[src/jag_pkg.sv]
// shared widths, download slots and address constants for the support logic
// slot compares look at the low index_slot_bits of ioctl_index only
// ddr addresses are 64-bit line addresses, byte lanes picked with ddram_be
`default_nettype none

package jag_pkg;

	// ========================================
	// widths
	// ========================================
	localparam int ioctl_addr_bits = 25;
	localparam int ddr_addr_bits   = 29;
	localparam int bios_addr_bits  = 17;   // 128 KiB boot rom
	localparam int bram_addr_bits  = 10;   // 1 K words of save ram
	localparam int index_slot_bits = 6;

	typedef logic [15:0]                ioctl_word_t;
	typedef logic [ioctl_addr_bits-1:0] ioctl_addr_t;   // byte address
	typedef logic [7:0]                 ioctl_index_t;
	typedef logic [ddr_addr_bits-1:0]   ddr_addr_t;
	typedef logic [63:0]                ddr_data_t;
	typedef logic [7:0]                 ddr_be_t;
	typedef logic [bios_addr_bits-1:0]  bios_addr_t;
	typedef logic [7:0]                 bios_byte_t;
	typedef logic [bram_addr_bits-1:0]  bram_addr_t;
	typedef logic [15:0]                bram_word_t;
	typedef logic [31:0]                sd_lba_t;
	typedef logic [7:0]                 sd_buff_addr_t;  // 256 words per sector

	// ========================================
	// download slots and addresses
	// ========================================
	localparam logic [index_slot_bits-1:0] index_cart   = 6'd1;
	localparam logic [index_slot_bits-1:0] index_bios_a = 6'd0;
	localparam logic [index_slot_bits-1:0] index_bios_b = 6'd2;

	localparam logic [31:0] cart_base  = 32'h0080_0000;  // where the core expects the cart
	localparam logic [7:0]  ddr_region = 8'h30;          // jaguar window in ddr

	// boot rom checksum branch, beq turned into bra
	localparam bios_addr_t patch_addr   = 17'h0136E;
	localparam bios_byte_t patch_opcode = 8'h60;

	localparam int unsigned backup_sectors = 4;  // 4 x 512 bytes = whole save ram

endpackage

`default_nettype wire

[src/backup_sequencer.sv]
// backup ram save/load over the sd block port, four sectors per transfer
// backup only enabled when a writable image is mounted during a cart download
// sd_rd/sd_wr drop on the ack rise, the next sector goes out on the ack fall
// load or save requests while busy are ignored
`timescale 1ns/1ps
`default_nettype none

module backup_sequencer
	import jag_pkg::*;
(
	input  wire logic clk_sys,
	input  wire logic reset,
	input  wire logic cart_download,
	input  wire logic img_mounted,
	input  wire logic img_readonly,
	input  wire logic osd_status,
	input  wire logic bram_wr,
	input  wire logic load_req,
	input  wire logic save_req,
	input  wire logic autosave,
	input  wire logic sd_ack,
	output sd_lba_t   sd_lba,
	output logic      sd_rd,
	output logic      sd_wr,
	output logic      busy,
	output logic      pending
);

	logic backup_enabled;
	logic save_cond;
	logic load_dir;        // 1 = sectors go sd -> ram
	logic old_download;
	logic old_load;
	logic old_save;
	logic old_ack;

	// explicit save, or autosave once the osd opens
	assign save_cond = save_req | (pending & osd_status & autosave);

	// ========================================
	// enable and pending
	// ========================================
	always_ff @(posedge clk_sys) begin
		if (reset) begin
			backup_enabled <= 1'b0;
			pending        <= 1'b0;
		end else begin
			if (!old_download && cart_download) backup_enabled <= 1'b0;   // new cart
			// save image is mounted before the download ends
			if (cart_download && img_mounted && !img_readonly) backup_enabled <= 1'b1;

			if (backup_enabled && !osd_status && bram_wr) pending <= 1'b1;
			else if (busy) pending <= 1'b0;
		end
	end

	// ========================================
	// sector state machine
	// ========================================
	always_ff @(posedge clk_sys) begin
		if (reset) begin
			old_download <= 1'b0;
			old_load     <= 1'b0;
			old_save     <= 1'b0;
			old_ack      <= 1'b0;
			busy         <= 1'b0;
			load_dir     <= 1'b0;
			sd_lba       <= '0;
			sd_rd        <= 1'b0;
			sd_wr        <= 1'b0;
		end else begin
			old_download <= cart_download;
			old_load     <= load_req;
			old_save     <= save_cond;
			old_ack      <= sd_ack;

			if (!old_ack && sd_ack) begin
				sd_rd <= 1'b0;   // host took the request
				sd_wr <= 1'b0;
			end

			if (!busy) begin
				if (backup_enabled && ((!old_load && load_req) || (!old_save && save_cond))) begin
					busy     <= 1'b1;
					load_dir <= load_req;
					sd_lba   <= '0;
					sd_rd    <= load_req;
					sd_wr    <= !load_req;
				end
				// cart just finished, pull the save in
				if (old_download && !cart_download && backup_enabled) begin
					busy     <= 1'b1;
					load_dir <= 1'b1;
					sd_lba   <= '0;
					sd_rd    <= 1'b1;
					sd_wr    <= 1'b0;
				end
			end else if (old_ack && !sd_ack) begin   // sector done
				if (sd_lba == sd_lba_t'(backup_sectors - 1)) begin
					busy   <= 1'b0;
					sd_lba <= '0;
				end else begin
					sd_lba <= sd_lba + 1'b1;
					sd_rd  <= load_dir;
					sd_wr  <= !load_dir;
				end
			end
		end
	end

endmodule

`default_nettype wire

[config.mk]
export PLATFORM = sky130hd
export DESIGN_NAME = backup_sequencer
export DESIGN_NICKNAME = d
export VERILOG_FILES = /design/src/jag_pkg.sv /design/src/backup_sequencer.sv
export SDC_FILE = /design/constraint.sdc
export NUM_CORES = 1
export LEC_CHECK = 0
export ABC_AREA = 1
export CELL_PAD_IN_SITES_DETAIL_PLACEMENT = 1
export CELL_PAD_IN_SITES_GLOBAL_PLACEMENT = 1
export CORE_MARGIN = 1.5
export CORE_UTILIZATION = 25
export CTS_CLUSTER_DIAMETER = 40
export CTS_CLUSTER_SIZE = 10
export DETAILED_ROUTE_END_ITERATION = 8
export DONT_BUFFER_PORTS = 1
export PLACE_DENSITY_LB_ADDON = 0.1
export SLEW_MARGIN = 20
export SYNTH_ARGS = -nofsm -noshare
export SYNTH_HDL_FRONTEND = slang
export SYNTH_SLANG_ARGS = --single-unit
export TNS_END_PERCENT = 20
[constraint.sdc]
create_clock -name clk_sys -period 2 [get_ports clk_sys]
set_input_delay 0.3 -clock clk_sys [delete_from_list [all_inputs] [get_ports clk_sys]]
set_output_delay 0.3 -clock clk_sys [all_outputs]
set_load 0.03 [all_outputs]
==> metrics.csv <==
metric,value,unit
run status,"complete, no violations",
residual DRC count,0,
fraction of the mapped netlist area in simple logic gates,0.474,
cell types with the largest area share after synthesis,"sky130_fd_sc_hd__dfxtp_1 (30%), sky130_fd_sc_hd__nand2_1 (21%), sky130_fd_sc_hd__nor2_1 (16%), sky130_fd_sc_hd__nand3_1 (6.3%), sky130_fd_sc_hd__inv_1 (5.6%)",
GRT met1 Usage,0.225,
crit path max-delay cell type,sky130_fd_sc_hd__dfxtp_1,
average cell area after synthesis,5.81,sq um
critical-path maximum fanout,6,
net count reported at finish,521,
Worst IR Drop VDD,0.311,mV
number of antenna violations at the first check in global routing,0,
DRT antenna net count,0,
iteration-0 DRC count of the detailed router,99,
clock tree skew after final layout,0.0121,ns
share of power burned in registers,0.479,
Top-Level Pins,47,
wire length of the first global-routing pass,16000,um
number of storage elements in the synthesis netlist,42,
area taken by multi-input logic gates,1680,sq um
CTS tree,built,
multiplexer fraction of the synthesized cell area,0,
distinct cell type count after synthesis,26,
RePlAce Congestion,0.787,
clock latency on the worst-skew pair,0.33,ns
most used routing layer in global routing,met2,
"commonest non-fill, non-tap cells in the layout","sky130_fd_sc_hd__nand2_1 (152), sky130_fd_sc_hd__nor2_1 (116), sky130_fd_sc_hd__dfxtp_1 (42), sky130_fd_sc_hd__inv_1 (41), sky130_fd_sc_hd__buf_4 (40)",
crit path DAT,1.98,ns
CP most frequent cell,sky130_fd_sc_hd__nand2_1,
synthesized-area fraction occupied by xor and xnor cells,0.0443,
height of the die,108,um
Gate power share,0.128,
fmax,580,MHz
Main synth FF type,sky130_fd_sc_hd__dfxtp_1,
tightest hold margin,0.0262,ns
number of buffers inserted by port buffering,0,
cell count after synthesis,476,
element type at the critical path start,flip-flop,
nature of the critical path endpoint,flip-flop,
ordered cell list for the critical path,"nand2_1, nor2_1, nand2_1, nor2_1, nand2_1, nand2_1, nand3_1, nand2_1, inv_1, nor2_1",
clock sink total,42,
area delta synth->final,17.9,%
path category of the worst min-delay check,input port to flip-flop,
leakage dissipation,1.24,nW
total wire length after detailed routing,9740,um
hold buffer count at CTS,0,
final setup violating endpoints,0,
fraction of final layout cells sized beyond drive strength 1,0.112,
dominant combinational cell family by area after synthesis,simple AND/OR/NAND/NOR gates,
level count of the clock H-tree,2,
Root Buffer Master,sky130_fd_sc_hd__clkbuf_8,
share of synthesized area occupied by flip-flops and latches,0.304,
most frequent standard cell in the layout excluding fill and tap cells,sky130_fd_sc_hd__nand2_1,
vias after detailed routing,2963,
max-slew violation count,0,
number of antenna repair diodes,0,
final critical delay including setup and external delays,1.72,ns
final core area utilization,0.302,
per-cell via count in the routed design,4.56,
FP Rows,38,
post_cts resized,0,
number of filler instances in the final layout,1425,
maximum number of pins on one net before global-route repair,42,
max_slew headroom,0.561,
"buffers from clock root to sink, at most",2,
critical path class,flip-flop to flip-flop,
slew at the pin closest to its max-slew limit,0.659,ns
P_sw,0.567,mW
final total negative setup slack,0,ns
final-report hold violation count,0,
number of detailed-route iterations in the first pass,4,
Synthesized Nets,488,
post-synth design cell area,2770,sq um
final worst-path cycle share,0.862,
DIE AREA,11700,sq um
fraction of power spent switching nets,0.302,
Max Cap Violations,0,
setup repair after global routing missed its margin,false,
Post-CTS Setup Inserts,0,
post-DP HPWL,7410,um
relative contribution of the clock network to total power,0.393,
drt wl/cell,15.0,um
Placeable Area,10800,sq um
power per cell area,576,nW/um^2
vias in the first global route,3138,
count of flip-flops with a built-in enable after synthesis,0,
register clock-pin slew on the reported worst setup and hold paths,0.10,ns
area used by sequential logic in the layout,841,sq um
met2 routing resource usage after global routing,0.308,
clock buffers created by TritonCTS,5,
fraction of post-synthesis cell area in the top cell type by area,0.304,
required time of the critical path,2.26,ns
ys async rst share,0,
starting density of the core,0.256,
Compound-Gate Fraction of Synth Area,0.0850,
largest stage delay on the critical path,0.48,ns
adder and majority gate portion of the synthesized area,0.00452,
number of warnings printed during yosys synthesis,0,
GR met3 Demand/Resource,0.0404,
cell accounting for the most synthesized area,sky130_fd_sc_hd__dfxtp_1,
width of the chip,108,um
"sum of internal, switching and leakage power",1.88,mW
combined global-route utilization of all metal layers,0.178,
grt total ovfl,0,
internal power consumption,1.31,mW
==> flip-flops by register name, summed over array words and instances, names as in the netlist <==
signal	flops
old_load	1
load_dir	1
old_ack	1
pending	1
old_save	1
sd_rd	1
busy	1
sd_lba	32
old_download	1
backup_enabled	1
sd_wr	1
==> power groups by stage <==
| stage | combinational [mW] | clock, mW | sequential (mW) |
|---|---|---|---|
| 2_1_floorplan | 0.137 | 0 | 0.950 |
| 3_3_place_gp | 0.243 | 0 | 0.919 |
| 3_5_place_dp | 0.246 | 0 | 0.919 |
| 4_1_cts | 0.247 | 0.774 | 0.900 |
| 5_1_grt | 0.271 | 0.800 | 0.904 |
| 6_report | 0.241 | 0.739 | 0.900 |
==> worst paths after layout <==
kind,end,slack (ns),cells past startpoint,from
hold / removal,sd_lba[2],0.03,1,reset
setup / recovery,sd_lba[31],0.28,10,sd_lba[17]
setup reg to reg,sd_lba[31],0.28,10,sd_lba[17]
hold reg to reg,load_dir,0.49,2,load_dir
==> kinds of logic (layout without fill, tap and decap cells) <==
group	after synthesis	in the layout
buffers and inverters	55	89
flip-flops	42	42
AO/OA/AOI/OAI	45	45
AND/OR/NAND/NOR	319	319
adder cells (fa/ha/maj)	1	1
XOR/XNOR	14	14
==> final cells by class <==
| cell class | count | area share |
|---|---|---|
| Timing Repair Buffer | 40 | 0.0921 |
| Multi-Input combinational cell | 379 | 0.516 |
| Clock buffer | 6 | 0.0222 |
| Inverter | 41 | 0.0472 |
| Tap cell | 140 | 0.0537 |
| Sequential cell | 42 | 0.258 |
| Clock inverter | 2 | 0.0115 |
==> stage by stage <==
stage / cells / worst slack, ns / instance area, sq um
6_report: 650 / 0.276 / 3260
5_1_grt: 650 / 0.0474 / 3260
4_1_cts: 650 / 0.283 / 3260
3_5_place_dp: 642 / 0.289 / 3150
3_3_place_gp: 642 / 0.323 / 3150
2_1_floorplan: 476 / 0.306 / 2770
==> cell usage after synthesis (all sizes together), types with 2 or more instances <==
cell type,number
nand3,35
nand3b,3
clkbuf,3
xnor2,8
o21ai,15
xor2,6
nand2,156
nor2,122
a21oi,26
dfxtp,42
inv,41
buf,11
a21o,2
==> critical path, delay by kind of cell (launching register included) <==
kind                   cells  cell delay, ns
buffers and inverters      1            0.05
DFF                        1            0.48
and+or+nand+nor            9            1.14
==> per-layer routing <==
layer | up-vias | part of all wire | wire, um
met4 | 0 | 0.011 | 111
met5 | - | 0 | 0
met3 | 9 | 0.033 | 319
met2 | 37 | 0.47 | 4610
met1 | 1386 | 0.48 | 4700
li1 | 1531 | - | -
No activity file was read; power rests on OpenSTA's default activity.
