<file path="src/jag_pkg.sv">
// shared widths, download slots and address constants for the support logic
// slot compares look at the low index_slot_bits of ioctl_index only
// ddr addresses are 64-bit line addresses, byte lanes picked with ddram_be
`default_nettype none

package jag_pkg;

	// ========================================
	// widths
	// ========================================
	localparam int ioctl_addr_bits = 25;
	localparam int ddr_addr_bits   = 29;
	localparam int bios_addr_bits  = 17;   // 128 KiB boot rom
	localparam int bram_addr_bits  = 10;   // 1 K words of save ram
	localparam int index_slot_bits = 6;

	typedef logic [15:0]                ioctl_word_t;
	typedef logic [ioctl_addr_bits-1:0] ioctl_addr_t;   // byte address
	typedef logic [7:0]                 ioctl_index_t;
	typedef logic [ddr_addr_bits-1:0]   ddr_addr_t;
	typedef logic [63:0]                ddr_data_t;
	typedef logic [7:0]                 ddr_be_t;
	typedef logic [bios_addr_bits-1:0]  bios_addr_t;
	typedef logic [7:0]                 bios_byte_t;
	typedef logic [bram_addr_bits-1:0]  bram_addr_t;
	typedef logic [15:0]                bram_word_t;
	typedef logic [31:0]                sd_lba_t;
	typedef logic [7:0]                 sd_buff_addr_t;  // 256 words per sector

	// ========================================
	// download slots and addresses
	// ========================================
	localparam logic [index_slot_bits-1:0] index_cart   = 6'd1;
	localparam logic [index_slot_bits-1:0] index_bios_a = 6'd0;
	localparam logic [index_slot_bits-1:0] index_bios_b = 6'd2;

	localparam logic [31:0] cart_base  = 32'h0080_0000;  // where the core expects the cart
	localparam logic [7:0]  ddr_region = 8'h30;          // jaguar window in ddr

	// boot rom checksum branch, beq turned into bra
	localparam bios_addr_t patch_addr   = 17'h0136E;
	localparam bios_byte_t patch_opcode = 8'h60;

	localparam int unsigned backup_sectors = 4;  // 4 x 512 bytes = whole save ram

endpackage

`default_nettype wire

</file>
<file path="src/cart_loader.sv">
// cartridge download to ddr, one 64-bit line write per 16-bit ioctl word
// no back-pressure: ddr busy is ignored, host strobes at most every 3 cycles
// cart lands at cart_base inside the ddr_region window
// words are byte-swapped to the byte order the core reads back
`timescale 1ns/1ps
`default_nettype none

module cart_loader
	import jag_pkg::*;
(
	input  wire logic         clk_sys,
	input  wire logic         reset,
	input  wire logic         ioctl_download,
	input  wire ioctl_index_t ioctl_index,
	input  wire logic         ioctl_wr,
	input  wire ioctl_word_t  ioctl_data,
	output logic              loading,
	output ddr_addr_t         ddram_addr,
	output ddr_data_t         ddram_din,
	output ddr_be_t           ddram_be,
	output logic              ddram_we
);

	logic        cart_slot;
	logic        old_download;
	logic        wr_q;        // write cycle, one after the strobe
	logic [23:0] cart_addr;   // running byte address
	ioctl_word_t data_swap;

	assign cart_slot = ioctl_index[index_slot_bits-1:0] == index_cart;

	// ========================================
	// edge tracking and address counter
	// ========================================
	always_ff @(posedge clk_sys) begin
		if (reset) begin
			old_download <= 1'b0;
			loading      <= 1'b0;
			wr_q         <= 1'b0;
			cart_addr    <= cart_base[23:0];
		end else begin
			old_download <= ioctl_download;
			wr_q         <= ioctl_wr & ioctl_download & cart_slot;

			if (wr_q) cart_addr <= cart_addr + 24'd2;   // 16-bit word per write

			// start of a cart download, rewind
			if (!old_download && ioctl_download && cart_slot) begin
				cart_addr <= cart_base[23:0];
				loading   <= 1'b1;
			end
			if (old_download && !ioctl_download) loading <= 1'b0;
		end
	end

	// payload, only meaningful with wr_q
	always_ff @(posedge clk_sys) begin
		if (ioctl_wr) data_swap <= {ioctl_data[7:0], ioctl_data[15:8]};
	end

	// ========================================
	// ddr side
	// ========================================
	assign ddram_we   = wr_q;
	assign ddram_addr = {ddr_region, cart_addr[23:3]};   // line address
	assign ddram_din  = {4{data_swap}};                  // lane picked by be

	always_comb begin
		if (!loading) begin
			ddram_be = '1;   // idle, controller wants all lanes
		end else begin
			case (cart_addr[2:0])
				3'd0:    ddram_be = 8'b1100_0000;   // first word is the top lanes
				3'd2:    ddram_be = 8'b0011_0000;
				3'd4:    ddram_be = 8'b0000_1100;
				3'd6:    ddram_be = 8'b0000_0011;
				default: ddram_be = '1;             // odd address, never from host
			endcase
		end
	end

endmodule

`default_nettype wire

</file>
<file path="config.mk">
export PLATFORM = sky130hd
export DESIGN_NAME = cart_loader
export DESIGN_NICKNAME = d
export VERILOG_FILES = /design/src/jag_pkg.sv /design/src/cart_loader.sv
export SDC_FILE = /design/constraint.sdc
export NUM_CORES = 1
export LEC_CHECK = 0
export ABC_AREA = 1
export BUFFER_PORTS_ARGS = -buffer_cell sky130_fd_sc_hd__clkbuf_2
export CORE_ASPECT_RATIO = 0.7
export CORE_MARGIN = 3
export CORE_UTILIZATION = 35
export CTS_CLUSTER_DIAMETER = 100
export DETAILED_ROUTE_END_ITERATION = 16
export PLACE_DENSITY_LB_ADDON = 0.08
export SETUP_SLACK_MARGIN = 0.15
export SYNTH_ARGS = -nofsm -noshare
export SYNTH_HDL_FRONTEND = slang
export SYNTH_SLANG_ARGS = --single-unit
</file>
<file path="constraint.sdc">
create_clock -name clk_sys -period 2.4 [get_ports clk_sys]
set_input_delay 0.24 -clock clk_sys [delete_from_list [all_inputs] [get_ports clk_sys]]
set_output_delay 0.24 -clock clk_sys [all_outputs]
set_load 0.05 [all_outputs]
</file>
==> summary.md, run 1 <==
| Metric | Value |
|---|---|
| Status | finished, final reports clean |
| Unique masters post-synth | 25 |
| Leak pwr | 0.001334 uW |
| Reg-to-reg slack, setup | 840 ps |
| Crit start category | register |
| Area Growth Syn to Fin | 9.198% |
| Initial antenna violation count | 0 |
| First-pass GRT wire length | 8.721 mm |
| Total clock sinks | 42 |
| Routed Antenna Nets | 0 |
| Max Buffers Root-to-Sink | 2 |
| Global route overflow | 0 |
| CP max-delay cell | dfxtp_1 |
| Initial Util | 36.80% |
| CTS tree | built |
| I/O pin cnt | 131 |
| Reg2reg end | cart_addr[18]$_SDFFE_PP0P_ |
| Worst setup path class | register to output port |
| Worst Hold End | data_swap[0]$_DFFE_PP_ |
| CP arrival | 1640 ps |
| Worst EP required | 2160 ps |
| Combinational fraction of design power | 25.7% |
| Vias in the first global route | 1,827 |
| CP Buf/Inv Count | 2 |
| Sequential-to-total area share from yosys stat | 39.35% |
| Diode count | 0 |
| Port bufs | 120 |
| Worst Hold Depth | 1 |
| Initial DRC count | 57 |
| Crit Path Max Fanout | 6 |
| Sw Pwr | 645.4 uW |
| RSZ-0062 raised after global routing | no |
| Setup TNS | 0 ps |
| Htree depth | 2 |
| CTS buffer count | 5 |
| Max Fclk | 530.9 MHz |
| Slew Limit Fails | 0 |
| Hold Path Origin | ioctl_data[8] |
| Final wirelength | 5.307 mm |
| Cell count after placement | 459 |
| Worst path cell trace | inv_1 > ha_1 > or2_2 > clkbuf_2 |
| Gr usage total | 13.17% |
| Largest net degree at the start of global routing | 18 |
| R2R Path Start | ddram_we$_SDFF_PP0_ |
| Final core occ | 40.18% |
| Yosys warns | 0 |
| Max IR drop VDD | 0.2897 mV |
| Post-Syn Area | 2544 sq um |
| Final net count | 405 |
| Die width | 107.9 microns |
| P_int | 1136 uW |
| Via count | 1,964 |
| Skew final | 11.37 ps |
| Hold Vio Cnt, Final | 0 |
| Worst-path clk slew | 80 ps |
| Routed len/inst | 11.36 microns |
| Iteration count of the initial detailed-routing pass | 4 |
| Die H | 77.33 microns |
| Cts repair resizes | 0 |
| DIE AREA | 8343 sq um |
| Core footprint | 6913 sq um |
| Crit path capture type | output port |
| Std-Cell Rows | 25 |
| HPWL after detailed placement | 4.271 mm |
| CTS root buffer | clkbuf_8 |
| Final Cycle Share | 78.49% |
| Register bit total from synthesis | 42 |
| Post-Synthesis Cells | 322 |
| Finished Layout Cells | 467 |
| R2R depth | 7 |
| Final setup viols | 0 |
| CTS Hold Bufs | 0 |
| Crit path time final | 1884 ps |
| Fillers | 717 |
| Sw frac | 36.23% |
| Mean Syn Cell Area | 7.900 sq um |
| Hold Path Class | primary input to register |
| Crit path max-delay family | flip-flops |
| Share of cells above drive strength 1 | 38.34% |
| Clock power frac | 30.3% |
| Later-pin clock latency in the skew report | 290 ps |
| Max incr delay on CP | 450 ps |
| Max Cap Viol | 0 |
| Remaining DRCs | 0 |
| GP Congestion | 0.8154 |
| Vias per std cell | 4.206 |
| PD cells | 641.3 nW/um^2 |
| Postcts setup bufs | 0 |
| Flop pwr share | 44.1% |
-- placed cells by master, fill, tap and decap left out, types with 7 or more instances in the layout --
cell type | netlist | routed
a21oi_1 | 10 | 10
clkbuf_2 | 0 | 120
conb_1 | 2 | 8
dfxtp_1 | 26 | 26
edfxtp_1 | 16 | 16
inv_1 | 20 | 20
nand2_1 | 57 | 57
nand3_1 | 14 | 14
nor2_1 | 57 | 57
nor3_1 | 7 | 7
-- worst max-delay path by stage --
stage / endpoint / slack [ps] / startpoint / depth (start not counted)
6_report: ddram_be[3] / 520 / cart_addr[1]$_SDFFE_PP0P_ / 4
3_3_place_gp: cart_addr[18]$_SDFFE_PP0P_ / 860 / ddram_we$_SDFF_PP0_ / 7
2_1_floorplan: ddram_be[1] / 750 / loading$_SDFFE_PP0P_ / 3
5_1_grt: ddram_be[6] / 430 / cart_addr[1]$_SDFFE_PP0P_ / 4
3_5_place_dp: cart_addr[18]$_SDFFE_PP0P_ / 840 / ddram_we$_SDFF_PP0_ / 7
4_1_cts: ddram_be[3] / 510 / cart_addr[1]$_SDFFE_PP0P_ / 4
-- sequential cells by signal (all words and copies together) (netlist names) --
| signal | count |
|---|---|
| loading | 1 |
| ddram_we | 1 |
| data_swap | 16 |
| old_download | 1 |
| cart_addr | 23 |
-- logic make-up after synthesis --
group	after synthesis	share of synthesized area, %
other	2	0.2952
flip-flops	42	39.35
AO/OA/AOI/OAI	13	2.706
adder cells (fa/ha/maj)	5	2.459
AND/OR/NAND/NOR	154	27.15
XOR/XNOR	1	0.3444
buffers and inverters	105	27.69
-- per-stage QoR --
step / power [uW] / setup slack (ps) / hold WS (ps) / area [sq um]
detailed placement: 1263 / 841.4 / 418.6 / 2666
global route: 1863 / 425.9 / 97.92 / 2778
CTS: 1814 / 513.7 / 106.3 / 2778
floorplan: 1252 / 746.7 / 324.1 / 2566
finish: 1781 / 516.3 / 122.0 / 2778
global placement: 1262 / 862.4 / 417.7 / 2666
-- cells in the mapped netlist --
library cell / n / share of area [%]
nand4_1: 3 / 0.74
conb_1: 2 / 0.30
buf_2: 2 / 0.39
ha_1: 5 / 2.5
nor3_1: 7 / 1.4
nand3_1: 14 / 2.8
nand2_4: 2 / 0.89
inv_2: 1 / 0.15
buf_4: 82 / 24
nand2_1: 57 / 8.4
xor2_1: 1 / 0.34
edfxtp_1: 16 / 19
and2_1: 1 / 0.25
o21ai_1: 2 / 0.39
nor2_8: 2 / 1.6
dfxtp_1: 26 / 20
or2_2: 4 / 0.98
nand3b_1: 1 / 0.30
nor2_1: 57 / 8.4
a21oi_1: 10 / 2.0
a21oi_2: 1 / 0.34
or2_0: 1 / 0.25
nand2_2: 2 / 0.49
nor2_2: 3 / 0.74
inv_1: 20 / 3.0
-- power groups by stage --
stage                     sequential (uW)  clock [uW]  combinational [uW]
after floorplan                       877           0                 375
after global placement                801           0                 461
after detailed placement              802           0                 460
after CTS                             786         568                 461
after global routing                  790         597                 476
final                                 785         539                 457
-- worst register-to-register path, cell delays in order (launching register included) --
cell,delay [ps]
dfxtp_1,620
inv_2,160
nor2_1,200
nand2_1,110
nor2_1,210
nand2_1,70
nand2_1,60
nor2_1,40
-- per-layer routing --
metal,part of all wire (%),vias up,GRT usage [%],routed length (microns)
met5,0,-,0,0
met4,0.85,0,3.405,45
met3,7.8,5,3.448,412
met2,43,78,20.10,2271
met1,49,865,18.45,2577
li1,-,1016,-,-
-- cell type report --
cell class	instances	area, sq um	area share (%)
inverters	21	78.83	2.838
clock buffers	8	111.4	4.009
repair buffers	121	608.1	21.89
multi-input cells	181	860.8	30.99
flip-flops and latches	42	1001	36.04
well taps	94	117.6	4.234
(Power assumes the default switching activity.)
==> inputs of run 2 (changes only) <==
==> constraint.sdc (replaced) <==
create_clock -name clk_sys -period 1.9 [get_ports clk_sys]
set_input_delay 0.19 -clock clk_sys [delete_from_list [all_inputs] [get_ports clk_sys]]
set_output_delay 0.19 -clock clk_sys [all_outputs]
set_load 0.05 [all_outputs]
==> run 2 against run 1 <==
Critical path depth is the same. Final cell count up 0.21%. Clock skew decreased by 0.63 ps. Power rose by 26%. Critical path type unchanged.
==> summary.md, run 2 (synthesis results as in run 1) <==
| Metric | Value |
|---|---|
| Finished Layout Cells | 468 (was 467) |
| Area Growth Syn to Fin | 9.690% (was 9.198%) |
| Post-DP Area | 2674 sq um (was 2666 sq um) |
| Top flop regs | cart_addr x23, data_swap x16 (unchanged) |
| CTS root buffer | clkbuf_8 (unchanged) |
| Crit start category | register (unchanged) |
| Cell count after placement | 460 (was 459) |
| CP arrival | 1490 ps (was 1640 ps) |
| Clock power frac | 30.2% (was 30.3%) |
| Sw Pwr | 812.5 uW (was 645.4 uW) |
| Max Cap Viol | 0 (unchanged) |
| Post-route cell area | 2790 sq um (was 2778 sq um) |
| Later-pin clock latency in the skew report | 290 ps (about the same) |
| Status | finished, final reports clean (unchanged) |
| Global route overflow | 0 (unchanged) |
| I/O pin cnt | 131 (unchanged) |
| Core footprint | 6913 sq um (unchanged) |
| Htree depth | 2 (unchanged) |
| First-pass GRT wire length | 8.397 mm (was 8.721 mm) |
| Final setup viols | 0 (unchanged) |
| Worst setup path class | register to output port (unchanged) |
| Slew Limit Fails | 0 (unchanged) |
| Die width | 107.9 microns (unchanged) |
| Std-Cell Rows | 25 (unchanged) |
| Most common cell after layout, fill and taps aside | clkbuf_2 (unchanged) |
| Crit Path Max Fanout | 6 (unchanged) |
| HPWL after detailed placement | 4.288 mm (was 4.271 mm) |
| Initial antenna violation count | 0 (unchanged) |
| Gr usage total | 12.63% (was 13.17%) |
| Initial Util | 36.80% (unchanged) |
| Largest Register | cart_addr (unchanged) |
| PD cells | 805.4 nW/um^2 (was 641.3 nW/um^2) |
| Routed Antenna Nets | 0 (unchanged) |
| Share of cells above drive strength 1 | 39.04% (was 38.34%) |
| Die H | 77.33 microns (unchanged) |
| Skew final | 10.74 ps (was 11.37 ps) |
| Worst EP required | 1710 ps (was 2160 ps) |
| Worst path cell trace | inv_1 > ha_1 > or2_2 > clkbuf_4 (was inv_1 > ha_1 > or2_2 > clkbuf_2) |
| Final Cycle Share | 88.34% |
| Via count | 1,974 (was 1,964) |
| Hold Vio Cnt, Final | 0 (unchanged) |
| Max Buffers Root-to-Sink | 2 (unchanged) |
| CP max-delay cell | dfxtp_2 (was dfxtp_1) |
| Remaining DRCs | 0 (unchanged) |
| GP Congestion | 0.8085 (was 0.8154) |
| Crit path capture type | output port (unchanged) |
| Commonest non-fill, non-tap cells in the layout | clkbuf_2, nand2_1, nor2_1 (unchanged) |
| P_int | 1435 uW (was 1136 uW) |
| CTS buffer count | 5 (unchanged) |
| Crit path time final | 1679 ps |
| Leak pwr | 0.001334 uW (about the same) |
| CTS Hold Bufs | 0 (unchanged) |
| Combinational fraction of design power | 25.7% (about the same) |
| Max IR drop VDD | 0.3921 mV (was 0.2897 mV) |
| Total clock sinks | 42 (unchanged) |
| Final net count | 406 (was 405) |
| Sw frac | 36.16% (was 36.23%) |
| RSZ-0062 raised after global routing | no (unchanged) |
| Worst Hold Slack | 72.36 ps (was 122.0 ps) |
| CTS tree | built (unchanged) |
| DIE AREA | 8343 sq um (unchanged) |
| Flop pwr share | 44.1% (about the same) |
| Setup TNS | 0 ps (unchanged) |
| Max Fclk | 595.8 MHz |
| Reg-to-reg slack, setup | 430 ps (was 840 ps) |
| Iteration count of the initial detailed-routing pass | 4 (unchanged) |
| Final Power | 2247 uW (was 1781 uW) |
| Vias in the first global route | 1,724 (was 1,827) |
| Final wirelength | 5.229 mm (was 5.307 mm) |
| Max reg flops | 23 (unchanged) |
| Diode count | 0 (unchanged) |
| Hold Path Class | primary input to register (unchanged) |
| Port bufs | 120 (unchanged) |
| Worst-path clk slew | 80 ps (about the same) |
| Initial DRC count | 87 (was 57) |
| Routed len/inst | 11.17 microns (was 11.36 microns) |
| Vias per std cell | 4.218 (was 4.206) |
| Largest net degree at the start of global routing | 18 (unchanged) |
| Max incr delay on CP | 380 ps (was 450 ps) |
==> run 2: cell types whose count changed in the layout (fill, tap and decap cells not counted) <==
cell and change:
clkbuf_2 -6, dfxtp_1 -2, buf_4 +1, dfxtp_2 +2, buf_2 +5, clkbuf_4 +1
==> run 2: path summary, 6_finish.rpt <==
check	from	depth (start not counted)	to
max	cart_addr[1]$_SDFFE_PP0P_	4	ddram_be[3]
min	ioctl_data[8]	1	data_swap[0]$_DFFE_PP_
max reg2reg	cart_addr[8]$_SDFFE_PP0P_	7	cart_addr[20]$_SDFFE_PP0P_
min reg2reg	cart_addr[23]$_SDFFE_PP1P_	2	cart_addr[23]$_SDFFE_PP1P_
==> run 2: cell type report <==
type                            instances  area, sq um
Multi-Input combinational cell        181        860.8
Clock buffer                            8        111.4
Sequential cell                        42         1003
Timing Repair Buffer                  122        618.1
Fill cell                             730         4123
Tap cell                               94        117.6
Inverter                               21        78.83
==> run 2: power groups by stage <==
| stage | Combinational [uW] | Clock (uW) | Sequential [uW] |
|---|---|---|---|
| 6_report | 578 | 679 | 991 |
| 5_1_grt | 600 | 749 | 998 |
| 2_1_floorplan | 473 | 0 | 1110 |
| 4_1_cts | 582 | 710 | 992 |
| 3_3_place_gp | 583 | 0 | 1010 |
| 3_5_place_dp | 582 | 0 | 1010 |
==> run 2: worst max-delay path: cells and delay by family (launching register included) <==
kind                       cells  cell delay, ps
adders and majority gates      1             200
DFF                            1             380
buffers and inverters          2             330
and+or+nand+nor                1             300
==> run 2: what timing repair did <==
| item | in CTS | in global routing |
|---|---|---|
| setup endpoints to repair | 6 | 5 |
| cloned | 0 | 0 |
| resized for setup | 3 | 5 |
| setup buffers | 0 | 0 |
==> run 2: through the flow <==
| stage | utilization [%] | setup WS, ps |
|---|---|---|
| finish | 40.36 | 221.5 |
| global route | 40.36 | 160.4 |
| CTS | 40.36 | 173.8 |
| detailed placement | 38.68 | 392.3 |
| global placement | 38.68 | 418.3 |
| floorplan | - | 296.7 |
==> run 2: routing by layer <==
layer	vias up	wire, microns	track usage [%]
met5	-	0	0
met4	0	29	3.405
met3	2	388	3.869
met2	75	2268	19.04
met1	874	2542	17.47
li1	1023	-	-
==> inputs of run 3 (changes only) <==
==> constraint.sdc (replaced) <==
create_clock -name clk_sys -period 1.9 [get_ports clk_sys]
set_input_delay 0.19 -clock clk_sys [delete_from_list [all_inputs] [get_ports clk_sys]]
set_output_delay 0.19 -clock clk_sys [all_outputs]
set_load 0.005 [all_outputs]
==> run 3 against run 2 <==
Count of clock-buffer cells in the layout decreased by 2. Non-clock buffer count unchanged. Combinational power fell by 70%. Critical path type unchanged. Critical endpoint is now ddram_be[7]. Largest cell class unchanged. Largest power group unchanged.
==> summary.md, run 3 (synthesis results as in run 1) <==
| Metric | Value |
|---|---|
| Max Cap Viol | 0 (unchanged) |
| Initial Util | 36.80% (unchanged) |
| Die H | 77.33 microns (unchanged) |
| CTS root buffer | clkbuf_8 (unchanged) |
| Diode count | 0 (unchanged) |
| RSZ-0062 raised after global routing | no (unchanged) |
| Die width | 107.9 microns (unchanged) |
| Port bufs | 120 (unchanged) |
| R2R Path Start | cart_addr[2]$_SDFFE_PP0P_ (was cart_addr[8]$_SDFFE_PP0P_) |
| Worst Hold End | data_swap[9]$_DFFE_PP_ (was data_swap[0]$_DFFE_PP_) |
| Hold Path Class | primary input to register (unchanged) |
| CTS Hold Bufs | 0 (unchanged) |
| Worst setup path class | register to output port (unchanged) |
| Crit path capture type | output port (unchanged) |
| CTS tree | built (unchanged) |
| First-pass GRT wire length | 8.535 mm (was 8.397 mm) |
| Later-pin clock latency in the skew report | 290 ps (about the same) |
| Share of cells above drive strength 1 | 38.50% (was 39.04%) |
| Final setup viols | 0 (unchanged) |
| PD cells | 626.3 nW/um^2 (was 805.4 nW/um^2) |
| Vias in the first global route | 1,732 (was 1,724) |
| Max Buffers Root-to-Sink | 2 (unchanged) |
| CTS buffer count | 5 (unchanged) |
| Post-route cell area | 2756 sq um (was 2790 sq um) |
| Crit start category | register (unchanged) |
| Global Route met2 Usage | 20.10% (was 19.04%) |
| Max reg flops | 23 (unchanged) |
| Initial DRC count | 82 (was 87) |
| Std-Cell Rows | 25 (unchanged) |
| Iteration count of the initial detailed-routing pass | 4 (unchanged) |
| Busiest layer in global routing | met2 (unchanged) |
| Total clock sinks | 42 (unchanged) |
| Cts repair resizes | 0 (was 3) |
| Largest Register | cart_addr (unchanged) |
| Grt met3 use | 3.112% (was 3.869%) |
| Leak pwr | 0.001328 uW (was 0.001334 uW) |
| Postcts setup bufs | 0 (unchanged) |
| Worst Hold Slack | 67.53 ps (was 72.36 ps) |
| Reg2reg end | cart_addr[19]$_SDFFE_PP0P_ (was cart_addr[20]$_SDFFE_PP0P_) |
| Worst EP required | 1710 ps (about the same) |
| Core footprint | 6913 sq um (unchanged) |
| Initial antenna violation count | 0 (unchanged) |
| Gr usage total | 12.94% (was 12.63%) |
| GRT met1 Usage | 17.96% (was 17.47%) |
| Max IR drop VDD | 0.2551 mV (was 0.3921 mV) |
| Vias per std cell | 4.194 (was 4.218) |
| Remaining DRCs | 0 (unchanged) |
| Final Cycle Share | 88.11% (was 88.34%) |
| Routed len/inst | 11.34 microns (was 11.17 microns) |
| Reg-to-reg slack, setup | 420 ps (was 430 ps) |
| Hold Vio Cnt, Final | 0 (unchanged) |
| Commonest non-fill, non-tap cells in the layout | clkbuf_2, nand2_1, nor2_1 (unchanged) |
| Final net count | 406 (unchanged) |
| I/O pin cnt | 131 (unchanged) |
| Htree depth | 2 (unchanged) |
| Via count | 1,963 (was 1,974) |
| Setup TNS | 0 ps (unchanged) |
| Worst Hold Depth | 1 (unchanged) |
| Largest net degree at the start of global routing | 18 (unchanged) |
| HPWL after detailed placement | 4.330 mm (was 4.288 mm) |
| Crit Path Max Fanout | 6 (unchanged) |
| Skew final | 8.102 ps (was 10.74 ps) |
| Worst-path clk slew | 80 ps (about the same) |
| Top flop regs | cart_addr x23, data_swap x16 (unchanged) |
| Slew Limit Fails | 0 (unchanged) |
| Crit path time final | 1674 ps (was 1679 ps) |
| Routed Antenna Nets | 0 (unchanged) |
| Max Fclk | 597.3 MHz (was 595.8 MHz) |
| Area Growth Syn to Fin | 8.362% (was 9.690%) |
| Post-DP Area | 2674 sq um (unchanged) |
| R2R depth | 8 (was 7) |
| Global route overflow | 0 (unchanged) |
| GP Congestion | 0.8213 (was 0.8085) |
| Hold Path Origin | ioctl_data[1] (was ioctl_data[8]) |
| Most common cell after layout, fill and taps aside | clkbuf_2 (unchanged) |
| Final wirelength | 5.309 mm (was 5.229 mm) |
| Status | finished, final reports clean (unchanged) |
| CP arrival | 1480 ps (was 1490 ps) |
| DIE AREA | 8343 sq um (unchanged) |
run 3: cell type report:
| class | instances | area (sq um) |
|---|---|---|
| inverters | 21 | 78.83 |
| well taps | 94 | 117.6 |
| fillers | 745 | 4156 |
| repair buffers | 122 | 615.6 |
| multi-input cells | 181 | 860.8 |
| clock inverters | 2 | 10.01 |
| clock buffers | 6 | 72.57 |
| flip-flops and latches | 42 | 1001 |
run 3: worst max path at each step:
| stage | start | end | slack [ps] | cells past startpoint |
|---|---|---|---|---|
| 2_1_floorplan | cart_addr[1]$_SDFFE_PP0P_ | cart_addr[23]$_SDFFE_PP1P_ | 570 | 8 |
| 3_3_place_gp | cart_addr[1]$_SDFFE_PP0P_ | cart_addr[19]$_SDFFE_PP0P_ | 420 | 8 |
| 3_5_place_dp | cart_addr[1]$_SDFFE_PP0P_ | cart_addr[19]$_SDFFE_PP0P_ | 400 | 8 |
| 4_1_cts | cart_addr[1]$_SDFFE_PP0P_ | ddram_be[2] | 210 | 4 |
| 5_1_grt | cart_addr[1]$_SDFFE_PP0P_ | ddram_be[2] | 160 | 4 |
| 6_report | cart_addr[1]$_SDFFE_PP0P_ | ddram_be[7] | 230 | 4 |
run 3: stage by stage:
stage,total power (uW),worst slack [ps],util [%],instances
global route,1837,160.6,39.87,468
global placement,1192,422.6,38.68,460
finish,1726,225.9,39.87,468
detailed placement,1192,402.0,38.68,460
CTS,1766,208.1,39.87,468
floorplan,1170,572.6,-,328
run 3: metal layers:
metal	vias up	part of all wire (%)	routed length, microns
met5	-	0	0
met4	0	0.70	37
met3	4	8.1	428
met2	80	43	2307
met1	855	48	2536
li1	1024	-	-
run 3: worst max-delay path, stage by stage, from the launching register on:
cell	delay, ps
dfxtp_1	430
inv_1	130
ha_1	220
or2_2	310
clkbuf_2	120
run 3: power by group:
part / switching, uW / internal, uW / leakage, uW
Combinational: 83.0 / 90.8 / 0.000917
Sequential: 24.7 / 967 / 0.000366
Clock: 306 / 255 / 0.0000450
